$ cat src/common/cpu_defines.svh
`ifndef CPU_DEFINES_SVH
`define CPU_DEFINES_SVH

// Data bus width
`define DATA_W 8

// Address bus width
`define ADDR_W 16

// Address of the low byte of the start vector
`define RESET_VECTOR 16'hfffc

// High address byte in zero-page cycles
`define ZERO_PAGE_HIGH 8'h00

// JMP absolute opcode that reset forces into the opcode register
`define OPC_JMP_ABS 8'h4c

`endif

$ cat src/common/ctrl_pkg.sv
`default_nettype none

package ctrl_pkg;

    // One-hot cycle state
    typedef struct packed {
        logic byte1;    // Opcode fetch, sync high
        logic byte2;    // First operand byte
        logic byte3;    // High operand byte
        logic zeropage; // Data access in page 00
        logic absolute; // Data access at a 16-bit address
    } cycle_state_t;

    typedef enum logic [1:0] {PC, ZERO_PAGE, ABSOLUTE} addr_sel_t;

    // Write-back target or store source
    typedef enum logic [1:0] {NONE, A, X, Y} reg_sel_t;

    typedef enum logic [2:0] {
        KEEP,         // Flags unchanged
        NZ,           // Loads and logic ops
        NZC,          // Compare
        NZCV,         // Add and subtract
        C_FROM_OPCODE // CLC and SEC
    } flag_mode_t;

endpackage

`default_nettype wire

$ cat src/common/isa_pkg.sv
`default_nettype none

package isa_pkg;

    // Opcode split as aaa bbb cc
    typedef struct packed {
        logic [2:0] aaa; // Operation
        logic [2:0] bbb; // Addressing mode
        logic [1:0] cc;  // Instruction group
    } opcode_fields_t;

    // One opcode byte read raw or by field
    typedef union packed {
        logic [7:0]     raw;
        opcode_fields_t f;
    } opcode_t;

    // Values follow the aaa field of group 01
    typedef enum logic [2:0] {
        ORA = 3'b000, // Bitwise or
        AND = 3'b001, // Bitwise and
        EOR = 3'b010, // Bitwise xor
        ADC = 3'b011, // Add with carry
        CMP = 3'b110, // Subtract with carry forced, no write-back
        SBC = 3'b111  // Subtract with borrow
    } alu_op_t;

endpackage

`default_nettype wire

$ cat src/alu/alu.sv
`timescale 1ns/1ps
`default_nettype none
`include "cpu_defines.svh"

module alu (
    input  wire logic [`DATA_W-1:0] a,
    input  wire logic [`DATA_W-1:0] b,
    input  wire logic               carry_in,
    input  wire isa_pkg::alu_op_t   alu_op,
    output logic [`DATA_W-1:0]      result,
    output logic                    carry_out,
    output logic                    overflow
);
    import isa_pkg::*;

    logic               subtract;
    logic               carry_add;
    logic [`DATA_W-1:0] b_add;  // Second adder operand
    logic [`DATA_W:0]   sum;    // Sum with carry bit on top

    assign subtract  = (alu_op == SBC) || (alu_op == CMP);
    assign b_add     = subtract ? ~b : b;           // Subtract as add of complement
    assign carry_add = (alu_op == CMP) ? 1'b1 : carry_in;
    assign sum       = {1'b0, a} + {1'b0, b_add} + {{`DATA_W{1'b0}}, carry_add};
    assign carry_out = sum[`DATA_W];

    // Signed overflow when like-signed operands give a different sign
    assign overflow = (a[`DATA_W-1] == b_add[`DATA_W-1])
                      && (sum[`DATA_W-1] != a[`DATA_W-1]);

    always_comb
    begin
        case (alu_op)
            ORA:     result = a | b;
            AND:     result = a & b;
            EOR:     result = a ^ b;
            default: result = sum[`DATA_W-1:0]; // ADC SBC CMP
        endcase
    end

endmodule

`default_nettype wire

$ cat src/control/cycle_control.sv
`timescale 1ns/1ps
`default_nettype none
`include "cpu_defines.svh"

module cycle_control (
    input  wire logic               clock,
    input  wire logic               reset,
    input  wire logic               enable,
    input  wire logic [`DATA_W-1:0] data_pins,
    output isa_pkg::opcode_t        opcode,
    output ctrl_pkg::addr_sel_t     addr_sel,
    output logic                    pc_inc,
    output logic                    pc_load,
    output ctrl_pkg::reg_sel_t      dest_sel,
    output ctrl_pkg::reg_sel_t      store_sel,
    output ctrl_pkg::flag_mode_t    flag_mode,
    output isa_pkg::alu_op_t        alu_op,
    output logic                    write_enable,
    output logic                    sync
);
    import isa_pkg::*;
    import ctrl_pkg::*;

    cycle_state_t state;
    cycle_state_t next_state;
    reg_sel_t     group_reg;  // Register named by the cc field
    logic         is_load;
    logic         is_store;
    logic         is_alu;
    logic         is_jmp;
    logic         is_flag_op;
    logic         mode_zp;
    logic         mode_abs;

    // Opcode classes
    assign is_load    = (opcode.f.aaa == 3'b101);  // LDA LDX LDY
    assign is_store   = (opcode.f.aaa == 3'b100);  // STA STX STY
    assign is_alu     = (opcode.f.cc == 2'b01) && !is_load && !is_store;
    assign is_jmp     = (opcode.raw == `OPC_JMP_ABS);
    assign mode_zp    = (opcode.f.bbb == 3'b001);
    assign mode_abs   = (opcode.f.bbb == 3'b011);  // Includes JMP
    // CLC and SEC, the only implied opcodes
    assign is_flag_op = (opcode.f.aaa[2:1] == 2'b00) && (opcode.f.bbb == 3'b110)
                        && (opcode.f.cc == 2'b00);

    always_comb
    begin
        case (opcode.f.cc)
            2'b01:   group_reg = A;
            2'b10:   group_reg = X;
            2'b00:   group_reg = Y;
            default: group_reg = NONE;
        endcase
    end

    // ALU operation straight from aaa
    always_comb
    begin
        case (opcode.f.aaa)
            3'b000:  alu_op = ORA;
            3'b001:  alu_op = AND;
            3'b010:  alu_op = EOR;
            3'b011:  alu_op = ADC;
            3'b110:  alu_op = CMP;
            3'b111:  alu_op = SBC;
            default: alu_op = ORA; // Loads and stores never use it
        endcase
    end

    always_comb
    begin
        next_state   = '0;
        addr_sel     = PC;
        pc_inc       = 1'b0;
        pc_load      = 1'b0;
        dest_sel     = NONE;
        store_sel    = NONE;
        flag_mode    = KEEP;
        write_enable = 1'b0;

        if (state.byte1)
        begin
            next_state.byte2 = 1'b1;
            pc_inc           = 1'b1;
            // Opcode register still holds the previous instruction here
            if (is_load)
            begin
                dest_sel  = group_reg;
                flag_mode = NZ;
            end
            else if (is_alu)
            begin
                dest_sel = (alu_op == CMP) ? NONE : A;  // CMP only sets flags
                case (alu_op)
                    ADC, SBC: flag_mode = NZCV;
                    CMP:      flag_mode = NZC;
                    default:  flag_mode = NZ;
                endcase
            end
            else if (is_flag_op)
                flag_mode = C_FROM_OPCODE;
        end

        if (state.byte2)
        begin
            pc_inc = !is_flag_op;  // Implied opcodes reread this byte
            if (mode_zp)
                next_state.zeropage = 1'b1;
            else if (mode_abs)
                next_state.byte3 = 1'b1;
            else
                next_state.byte1 = 1'b1; // Immediate or implied
        end

        if (state.byte3)
        begin
            pc_load = is_jmp;  // Target is high byte on pins, low in data_reg
            pc_inc  = !is_jmp;
            if (is_jmp)
                next_state.byte1 = 1'b1;
            else
                next_state.absolute = 1'b1;
        end

        // Final data cycle of zero-page and absolute forms
        if (state.zeropage || state.absolute)
        begin
            addr_sel         = state.zeropage ? ZERO_PAGE : ABSOLUTE;
            next_state.byte1 = 1'b1;
            if (is_store)
            begin
                write_enable = 1'b1;
                store_sel    = group_reg;
            end
        end
    end

    assign sync = state.byte1;

    always_ff @(posedge clock)
    begin
        if (reset)
        begin
            // Resume inside a JMP absolute that reads the vector
            state  <= '{byte2: 1'b1, default: 1'b0};
            opcode <= `OPC_JMP_ABS;
        end
        else if (enable)
        begin
            state <= next_state;
            if (state.byte1)
                opcode <= data_pins; // Latch fetched opcode
        end
    end

    // Exactly one cycle state at a time
    state_one_hot: assert property (@(posedge clock) disable iff (reset)
        $onehot(state));

    // A store never falls on an opcode fetch
    no_write_on_sync: assert property (@(posedge clock) disable iff (reset)
        !(write_enable && sync));

endmodule

`default_nettype wire

$ cat src/source/address_unit.sv
`timescale 1ns/1ps
`default_nettype none
`include "cpu_defines.svh"

module address_unit (
    input  wire logic                clock,
    input  wire logic                reset,
    input  wire logic                enable,
    input  wire logic [`DATA_W-1:0]  data_pins,
    input  wire logic [`DATA_W-1:0]  data_out,
    input  wire logic                write_enable,
    input  wire ctrl_pkg::addr_sel_t addr_sel,
    input  wire logic                pc_inc,
    input  wire logic                pc_load,
    output logic [`ADDR_W-1:0]       address,
    output logic [`DATA_W-1:0]       data_reg,
    output logic [`ADDR_W-1:0]       pc
);
    import ctrl_pkg::*;

    logic [`DATA_W-1:0] operand_low;  // Low address byte of absolute forms

    always_ff @(posedge clock)
    begin
        if (reset)
            pc <= `RESET_VECTOR;
        else if (enable)
        begin
            if (pc_load)
                pc <= {data_pins, data_reg}; // JMP target
            else if (pc_inc)
                pc <= pc + {{(`ADDR_W-1){1'b0}}, 1'b1};
        end
    end

    // Input register follows the bus every enabled cycle
    always_ff @(posedge clock)
    begin
        if (enable)
        begin
            data_reg    <= write_enable ? data_out : data_pins; // Written byte on stores
            operand_low <= data_reg;
        end
    end

    always_comb
    begin
        case (addr_sel)
            ZERO_PAGE: address = {`ZERO_PAGE_HIGH, data_reg};
            ABSOLUTE:  address = {data_reg, operand_low};  // High byte just read
            default:   address = pc;
        endcase
    end

    // Load and increment exclude each other
    pc_update_exclusive: assert property (@(posedge clock) disable iff (reset)
        !(pc_inc && pc_load));

endmodule

`default_nettype wire

$ cat src/source/cpu_core.sv
`timescale 1ns/1ps
`default_nettype none
`include "cpu_defines.svh"

module cpu_core (
    input  wire logic               clock,
    input  wire logic               reset,
    input  wire logic               enable,
    input  wire logic [`DATA_W-1:0] data_pins,
    output logic [`ADDR_W-1:0]      address,
    output logic [`DATA_W-1:0]      data_out,
    output logic                    write_enable,
    output logic                    sync,
    output logic [`DATA_W-1:0]      debug_opcode,
    output logic [`DATA_W-1:0]      debug_a,
    output logic [`DATA_W-1:0]      debug_x,
    output logic [`DATA_W-1:0]      debug_y,
    output logic [`DATA_W-1:0]      debug_status,
    output logic [`ADDR_W-1:0]      debug_pc
);
    import isa_pkg::*;
    import ctrl_pkg::*;

    opcode_t            opcode;
    alu_op_t            alu_op;
    addr_sel_t          addr_sel;
    logic               pc_inc;
    logic               pc_load;
    reg_sel_t           dest_sel;
    reg_sel_t           store_sel;
    flag_mode_t         flag_mode;
    logic [`DATA_W-1:0] data_reg;  // Registered input byte

    cycle_control u_cycle_control (
        .clock        (clock),
        .reset        (reset),
        .enable       (enable),
        .data_pins    (data_pins),
        .opcode       (opcode),
        .addr_sel     (addr_sel),
        .pc_inc       (pc_inc),
        .pc_load      (pc_load),
        .dest_sel     (dest_sel),
        .store_sel    (store_sel),
        .flag_mode    (flag_mode),
        .alu_op       (alu_op),
        .write_enable (write_enable),
        .sync         (sync)
    );

    address_unit u_address_unit (
        .clock        (clock),
        .reset        (reset),
        .enable       (enable),
        .data_pins    (data_pins),
        .data_out     (data_out),
        .write_enable (write_enable),
        .addr_sel     (addr_sel),
        .pc_inc       (pc_inc),
        .pc_load      (pc_load),
        .address      (address),
        .data_reg     (data_reg),
        .pc           (debug_pc)
    );

    register_file u_register_file (
        .clock        (clock),
        .reset        (reset),
        .enable       (enable),
        .data_reg     (data_reg),
        .opcode       (opcode),
        .dest_sel     (dest_sel),
        .store_sel    (store_sel),
        .flag_mode    (flag_mode),
        .alu_op       (alu_op),
        .data_out     (data_out),
        .debug_a      (debug_a),
        .debug_x      (debug_x),
        .debug_y      (debug_y),
        .debug_status (debug_status)
    );

    assign debug_opcode = opcode.raw;

endmodule

`default_nettype wire

$ cat src/source/register_file.sv
`timescale 1ns/1ps
`default_nettype none
`include "cpu_defines.svh"

module register_file (
    input  wire logic                 clock,
    input  wire logic                 reset,
    input  wire logic                 enable,
    input  wire logic [`DATA_W-1:0]   data_reg,
    input  wire isa_pkg::opcode_t     opcode,
    input  wire ctrl_pkg::reg_sel_t   dest_sel,
    input  wire ctrl_pkg::reg_sel_t   store_sel,
    input  wire ctrl_pkg::flag_mode_t flag_mode,
    input  wire isa_pkg::alu_op_t     alu_op,
    output logic [`DATA_W-1:0]        data_out,
    output logic [`DATA_W-1:0]        debug_a,
    output logic [`DATA_W-1:0]        debug_x,
    output logic [`DATA_W-1:0]        debug_y,
    output logic [`DATA_W-1:0]        debug_status
);
    import ctrl_pkg::*;

    logic [`DATA_W-1:0] reg_a;
    logic [`DATA_W-1:0] reg_x;
    logic [`DATA_W-1:0] reg_y;
    logic               flag_n;
    logic               flag_v;
    logic               flag_z;
    logic               flag_c;
    logic [`DATA_W-1:0] alu_result;
    logic               alu_carry;
    logic               alu_overflow;
    logic [`DATA_W-1:0] write_value;

    // Accumulator against the fetched operand
    alu u_alu (
        .a         (reg_a),
        .b         (data_reg),
        .carry_in  (flag_c),
        .alu_op    (alu_op),
        .result    (alu_result),
        .carry_out (alu_carry),
        .overflow  (alu_overflow)
    );

    // Loads take data_reg unchanged
    assign write_value = (opcode.f.aaa == 3'b101) ? data_reg : alu_result;

    // Store source
    always_comb
    begin
        case (store_sel)
            A:       data_out = reg_a;
            X:       data_out = reg_x;
            Y:       data_out = reg_y;
            default: data_out = '0;
        endcase
    end

    always_ff @(posedge clock)
    begin
        if (reset)
        begin
            reg_a  <= '0;
            reg_x  <= '0;
            reg_y  <= '0;
            flag_n <= 1'b0;
            flag_v <= 1'b0;
            flag_z <= 1'b0;
            flag_c <= 1'b0;
        end
        else if (enable)
        begin
            case (dest_sel)
                A:    reg_a <= write_value;
                X:    reg_x <= write_value;
                Y:    reg_y <= write_value;
                NONE: ;  // Stores, compares, jumps
            endcase
            if (flag_mode inside {NZ, NZC, NZCV})
            begin
                flag_n <= write_value[`DATA_W-1];
                flag_z <= (write_value == '0);
            end
            if (flag_mode inside {NZC, NZCV})
                flag_c <= alu_carry;
            if (flag_mode == NZCV)
                flag_v <= alu_overflow;
            if (flag_mode == C_FROM_OPCODE)
                flag_c <= opcode.raw[5]; // 0 for CLC, 1 for SEC
        end
    end

    assign debug_a      = reg_a;
    assign debug_x      = reg_x;
    assign debug_y      = reg_y;
    assign debug_status = {flag_n, flag_v, 2'b11, 2'b00, flag_z, flag_c}; // N V 1 1 0 0 Z C

endmodule

`default_nettype wire
$ cat config.mk
export PLATFORM = sky130hd
export DESIGN_NAME = cpu_core
export DESIGN_NICKNAME = d
export VERILOG_FILES = /design/src/common/ctrl_pkg.sv /design/src/common/isa_pkg.sv /design/src/alu/alu.sv /design/src/control/cycle_control.sv /design/src/source/address_unit.sv /design/src/source/cpu_core.sv /design/src/source/register_file.sv
export VERILOG_INCLUDE_DIRS = /design/src /design/src/common
export SDC_FILE = /design/constraint.sdc
export NUM_CORES = 1
export LEC_CHECK = 0
export BUFFER_PORTS_ARGS = -buffer_cell sky130_fd_sc_hd__clkbuf_2
export CAP_MARGIN = 40
export CORE_MARGIN = 8
export CORE_UTILIZATION = 56
export CTS_CLUSTER_DIAMETER = 30
export DETAILED_ROUTE_END_ITERATION = 10
export PLACE_DENSITY = 0.85
export SYNTH_ARGS = -nofsm -noshare
export SYNTH_HDL_FRONTEND = slang
export SYNTH_SLANG_ARGS = --single-unit
$ cat constraint.sdc
create_clock -name clock -period 3.9 [get_ports clock]
set_input_delay 0.78 -clock clock [delete_from_list [all_inputs] [get_ports clock]]
set_output_delay 0.78 -clock clock [all_outputs]
set_load 0.02 [all_outputs]
# ---- After elaboration in Yosys (flattened, before gate mapping)
# Cells that the tools add are included.
dict set report word_totals {
  output_inout_bits 82
  regBits 73
  input_bits 11
  elab_cells 127
}
dict set report op_classes {
  n_eq_ne 32
  n_bitwise 4
  mux 44
  n_reduce_logical 28
  addsub 3
}
# op count
set ops {}
lappend ops {{case mux 8 bit (3 select lines)} 2}
lappend ops {{two-way mux 16 bit} 2}
lappend ops {{case mux 16 bit (2 select lines)} 1}
lappend ops {{== test 3 bit, second input constant} 8}
lappend ops {{two-way mux 8 bit} 3}
lappend ops {{== test 3 x 2 -> 1 bit, second input constant} 7}
lappend ops {{two-way mux 1 bit} 21}
lappend ops {{adder 16 x 1 -> 16 bit, second input constant} 1}
lappend ops {{two-way mux 2 bit} 8}
lappend ops {{AND reduction 2 bit} 8}
lappend ops {{case mux 3 bit (5 select lines)} 1}
lappend ops {{== test 2 bit, second input constant} 6}
lappend ops {{== test 3 x 1 -> 1 bit, second input constant} 4}
lappend ops {{two-way mux 3 bit} 4}
lappend ops {{adder 8 x 8 -> 9 bit} 1}
lappend ops {{adder 9 x 1 -> 9 bit} 1}
lappend ops {{AND 8 bit} 1}
lappend ops {{== test 2 x 1 -> 1 bit, second input constant} 4}
lappend ops {{== test 8 x 7 -> 1 bit, second input constant} 1}
lappend ops {{logical NOT 8 bit} 1}
lappend ops {{inverter 8 bit} 1}
lappend ops {{bitwise OR 8 bit} 1}
lappend ops {{bitwise XOR 8 bit} 1}
lappend ops {{case mux 2 bit (3 select lines)} 1}
lappend ops {{other kinds (11)} 22}

# ---- Longest topological paths before layout
dict set report logic_depth {
  depth_word 12
  ltp_mapped 14
  ltp_nobuf 12
}

# ---- Modules after synthesis
# Synthesis repeated with hierarchy kept, for this count alone.
dict set report unflattened {
  hier_cells 585
  area_unflattened_um2 5260.0
}
# module seq_area_each_um2 area_per_inst_um2 instances cells_per_inst
set modules_own_cells {}
lappend modules_own_cells {address_unit 800.8 1861.8 1 199}
lappend modules_own_cells {register_file 560.5 1604.0 1 149}
lappend modules_own_cells {alu 0.0 1091.0 1 148}
lappend modules_own_cells {cycle_control 260.2 703.2 1 89}

# ---- Least setup slack after synthesis
# No wires, ideal clock.
dict set report synth_path {
  kind {register to register}
  start {reg u_cycle_control.opcode[6] (netlist bit)}
  end {reg u_register_file.reg_a[6] (netlist: u_register_file.debug_a[6])}
  path_buffers 2
  t_required_ns 3.766
  period_less_slack_ns 3.341
  arrival_time_ns 3.207
  setup_time_ns 0.134
  slack_ns 0.559
  stages_incl_launch_ff 13
  cell_sequence {dfxtp_1 -> buf_2 -> buf_6 -> nand2_1 -> xnor2_1 -> fa_1 -> inv_1 -> fa_1 -> a211oi_1 -> o21bai_1 -> or4_1 -> a32oi_1 -> a211oi_1}
}
dict set report synth_via {
  elab_chain_len 9
  word_cells_on_any_way 30
  classes_between {add/sub: 2; eq/ne: 12; mux: 9; reduce/logical: 7}
}
# element line_no
set synth_rtl {}
lappend synth_rtl {{start: declaration} cycle_control.sv:10} ;# output isa_pkg::opcode_t opcode,
lappend synth_rtl {{start signal: assignment} cycle_control.sv:146} ;# opcode <= `OPC_JMP_ABS;
lappend synth_rtl {{start signal: assignment} cycle_control.sv:152} ;# opcode <= data_pins;
lappend synth_rtl {{== test 3 bit (tied with other cells)} cycle_control.sv:59} ;# case (opcode.f.aaa)
lappend synth_rtl {{case mux 3 bit (5 select lines) / logical NOT 1 bit (equally long branches)} {cycle_control.sv:59, cycle_control.sv:38}}
lappend synth_rtl {{== test 3 bit (tied with other cells)} alu.sv:21} ;# assign subtract = (alu_op == SBC) || (alu_op == CMP);
lappend synth_rtl {{logical OR 1 bit (tied with other cells)} alu.sv:21}
lappend synth_rtl {{two-way mux 8 bit / two-way mux 2 bit (equally long branches)} {alu.sv:22, cycle_control.sv:91}}
lappend synth_rtl {{adder 8 x 8 -> 9 bit / two-way mux 2 bit (equally long branches)} {alu.sv:24, cycle_control.sv:86}}
lappend synth_rtl {{adder 9 x 1 -> 9 bit / two-way mux 2 bit (equally long branches)} {alu.sv:24, cycle_control.sv:81}}
lappend synth_rtl {{case mux 8 bit (3 select lines) / == test 2 x 1 -> 1 bit (equally long branches)} {alu.sv:33, register_file.sv:74}}
lappend synth_rtl {{two-way mux 8 bit / AND reduction 2 bit (equally long branches)} --}
lappend synth_rtl {{end signal: assignment} register_file.sv:75} ;# A: reg_a <= write_value;
lappend synth_rtl {{end: declaration} register_file.sv:23} ;# logic [`DATA_W-1:0] reg_a;
# Parallel ways exist; a longest one is shown, timed or not.
# A chain may end at the register's enable or synchronous reset.

# ---- Final worst setup path
dict set report layout_path {
  start {reg u_cycle_control.opcode[7] (netlist bit)}
  end {reg u_register_file.reg_a[6] (netlist: u_register_file.debug_a[6])}
}
# Same word-level chain as after synthesis.

==> summary.txt <==
Worst hold path
  • Worst hold path stage count: 2
  • HP Class: reg -> reg

Clock network
  • CTS tree: yes
  • Cts bufs inserted: 9
  • Clock Sinks: 73
  • Clock latency at the later pin of the worst-skew pair: 0.35 ns
  • Number of H-tree levels: 3
  • Clock-pin slew on the worst setup and hold paths: 0.08 ns
  • Maximum count of clock buffers along a single path: 2
  • Clock root buffer: sky130_fd_sc_hd__clkbuf_8
  • CTS-repair resized insts: 0
  • Post-cts hold buffer count: 0
  • Setup fix buffers added after clock tree synthesis: 0

Setup path
  • Number of buffer and inverter stages on the critical path: 1
  • Slowest CP cell: sky130_fd_sc_hd__or4_1
  • WP depth: 10
  • Max stage delay on crit path: 0.48 ns
  • Worst reg2reg path depth: 10
  • Crit path cell chain: nand2_1 > xnor2_1 > fa_1 > inv_1 > fa_1 > a211oi_1 > o21bai_1 > or4_1 > a32oi_1 > a211oi_1
  • Endpoint type of the worst setup path: flip-flop
  • Arrival @ worst endpoint: 3.47 ns
  • CP required: 4.10 ns
  • Crit-path leading delay family: compound AO/OA/AOI/OAI gates
  • Critical Path Fanout Max: 9
  • Start-to-end type of the worst setup path: reg -> reg
  • Sort of element at the start of the critical path: flip-flop

STA
  • Clock skew: 0.0132 ns
  • Max frequency: 0.306 GHz
  • Setup repair after global routing missed its margin: no
  • Relative slew slack: 47.5%
  • Sum of negative setup slack: 0 ns
  • Post-layout min period: 3.26 ns
  • Measured slew at the worst slew-check pin: 0.786 ns
  • Fin. Hold Viols: 0
  • Period utilization: 83.7%
  • Number of failing setup endpoints in the final timing report: 0
  • Count of pins over their slew limit: 0

Synth
  • Fraction of registers with async set/reset: 0%
  • Part of the Yosys area used for sequential elements: 34.0%
  • Most instantiated flip-flop cell in the synthesis netlist: sky130_fd_sc_hd__dfxtp_1
  • Number of register bits inferred by synthesis: 73
  • Post-synthesis cell count: 583
  • Average cell area after synthesis: 8.19 um2
  • EDFF count, synth: 16
  • Cell type contributing the most total cell area after synthesis: sky130_fd_sc_hd__dfxtp_1
  • Number of library cell types mapped by synthesis: 65
  • Cells taking the most area after synthesis: sky130_fd_sc_hd__dfxtp_1 (24%), sky130_fd_sc_hd__edfxtp_1 (10%), sky130_fd_sc_hd__mux2i_1 (7.3%)
  • Ys Warns: 0
  • Netlist Area Pre-Place: 4780 um2
  • Area share of the leading cell type in the synthesized netlist: 23.9%

Final layout
  • Core Util, Final: 65.0%
  • Commonest non-fill, non-tap cells in the layout: sky130_fd_sc_hd__nor2_1 (89), sky130_fd_sc_hd__clkbuf_2 (88), sky130_fd_sc_hd__dfxtp_1 (57)
  • Growth of design area from synthesis to finish: 12.4%
  • Number of fillers in the final layout: 741
  • Final Net Count: 688
  • Fraction of final layout cells with drive strength greater than 1: 19.4%
  • Largest Register: u_address_unit.pc
  • Leading cell type in the layout, fill and taps excluded: sky130_fd_sc_hd__nor2_1
  • Flip-flop count of the largest register after layout: 16
  • Inserted Diodes: 0

GRT
  • Via count of the first global-routing pass: 4564
  • Number of antenna violations at the first check in global routing: 0
  • GRT overflow: 0
  • Global Route Usage Sum: 25.0%
  • Largest net degree at the start of global routing: 38
  • First-pass GRT wire length: 23400 um

Floorplanning
  • Number of top-level design ports: 93
  • Starting density of the core: 57.8%
  • Core region area: 8260 um2
  • Row Count: 33
  • Area of the die: 11700 um2
  • Die width: 108 um
  • Vert. Die Dim: 108 um

Route
  • ANT nets after route: 0
  • Pre-Repair DR Iteration Count: 6
  • Highest metal layer with signal wires: met4
  • Routed via count: 4761
  • Detailed route wirelength on metal2: 6740 um
  • Met1 routed wirelength after detailed routing: 6030 um
  • Total wire length after detailed routing: 14800 um
  • DRC marker count from the first detailed-route iteration: 550
  • Via density per instance: 6.26
  • Routed length per placed instance: 19.4 um
  • Amount of wire on met3 after detailed routing: 1500 um
  • Remaining DRCs: 0

Placed design
  • RePlAce Congestion: 0.941
  • Dpl hpwl: 10700 um
  • Count of port buffers added during placement: 88

Outcome
  • Status: finished clean

Pwr
  • Highest ir drop seen on vdd: 240 uV
  • Cell area power density: 321 nW/um2
  • Leakage power: 2.19 nW

Run
  • # Max-Cap Violations: 0
==> cell type report <==
class	instances	area (um2)	area share, %
multi-input cells	439	2800	52.2
flip-flops and latches	73	1620	30.2
repair buffers	100	538	10.0
well taps	105	131	2.45
clock buffers	9	124	2.31
inverters	27	101	1.89
clock inverters	7	46.3	0.863
==> routing by layer <==
| metal | vias to the layer above | global-route usage, % |
|---|---|---|
| met5 | - | 0 |
| met4 | 0 | 11.2 |
| met3 | 49 | 6.01 |
| met2 | 280 | 38.2 |
| met1 | 2229 | 32.7 |
| li1 | 2203 | - |
==> cells in the mapped netlist (all sizes together) (3+ instances only) <==
master and instances:
nor3b 4, a21o 10, a21oi 50, mux2i 35
xnor2 10, nor2 89, a31oi 9, nand3 12
and4 3, clkbuf 19, o22ai 10, o21ai 29
nand2 53, edfxtp 16, dfxtp 57, nor2b 3
nor3 9, a2bb2oi 3, or3 3, nand4 7
and3 3, ha 25, o211ai 7, inv 27
a211oi 18, nor4 3, nand2b 3, buf 27
==> stage by stage <==
| step | worst slack, ns | hold slack, ns | area, um2 | std cells | power (mW) |
|---|---|---|---|---|---|
| finish | 0.636 | 0.482 | 5370 | 760 | 1.72 |
| CTS | 0.674 | 0.480 | 5370 | 760 | 1.72 |
| global placement | 0.855 | 0.466 | 5180 | 743 | 1.19 |
| detailed placement | 0.735 | 0.470 | 5200 | 744 | 1.20 |
| floorplan | 0.559 | 0.432 | 4780 | 585 | 1.09 |
| global route | 0.366 | 0.505 | 5370 | 760 | 1.80 |
==> kinds of logic (layout without fill, tap and decap cells) <==
group	after synthesis	count (layout)	share of synthesized area, %
AOI/OAI and AO/OA	155	155	20.9
xor gates and xnor gates	10	10	1.83
adders and majority gates	27	27	7.39
buffers and inverters	73	143	7.49
DFF	73	73	34.0
muxes	37	37	8.04
other	2	4	0.157
and+or+nand+nor	206	206	20.2
==> where the power goes <==
group          leakage, nW  switching [mW]  total (mW)  internal (mW)
clock network       0.0830           0.300       0.529          0.229
logic                 1.49           0.226       0.347          0.122
registers            0.619          0.0474       0.847          0.799
==> worst min-delay path: stages, from the launching register on <==
cell and delay, ns:
sky130_fd_sc_hd__dfxtp_1 0.33, sky130_fd_sc_hd__nand2_1 0.06, sky130_fd_sc_hd__a21oi_1 0.05
==> worst paths after layout <==
check	startpoint	endpoint	slack, ns
worst min register to register	u_register_file.flag_v	u_register_file.flag_v	0.48
worst max-delay path	u_cycle_control.opcode[7]	u_register_file.debug_a[6]	0.64
worst max register to register	u_cycle_control.opcode[7]	u_register_file.debug_a[6]	0.64
worst min-delay path	u_register_file.flag_v	u_register_file.flag_v	0.48
Power figures use the tool's default switching activity.
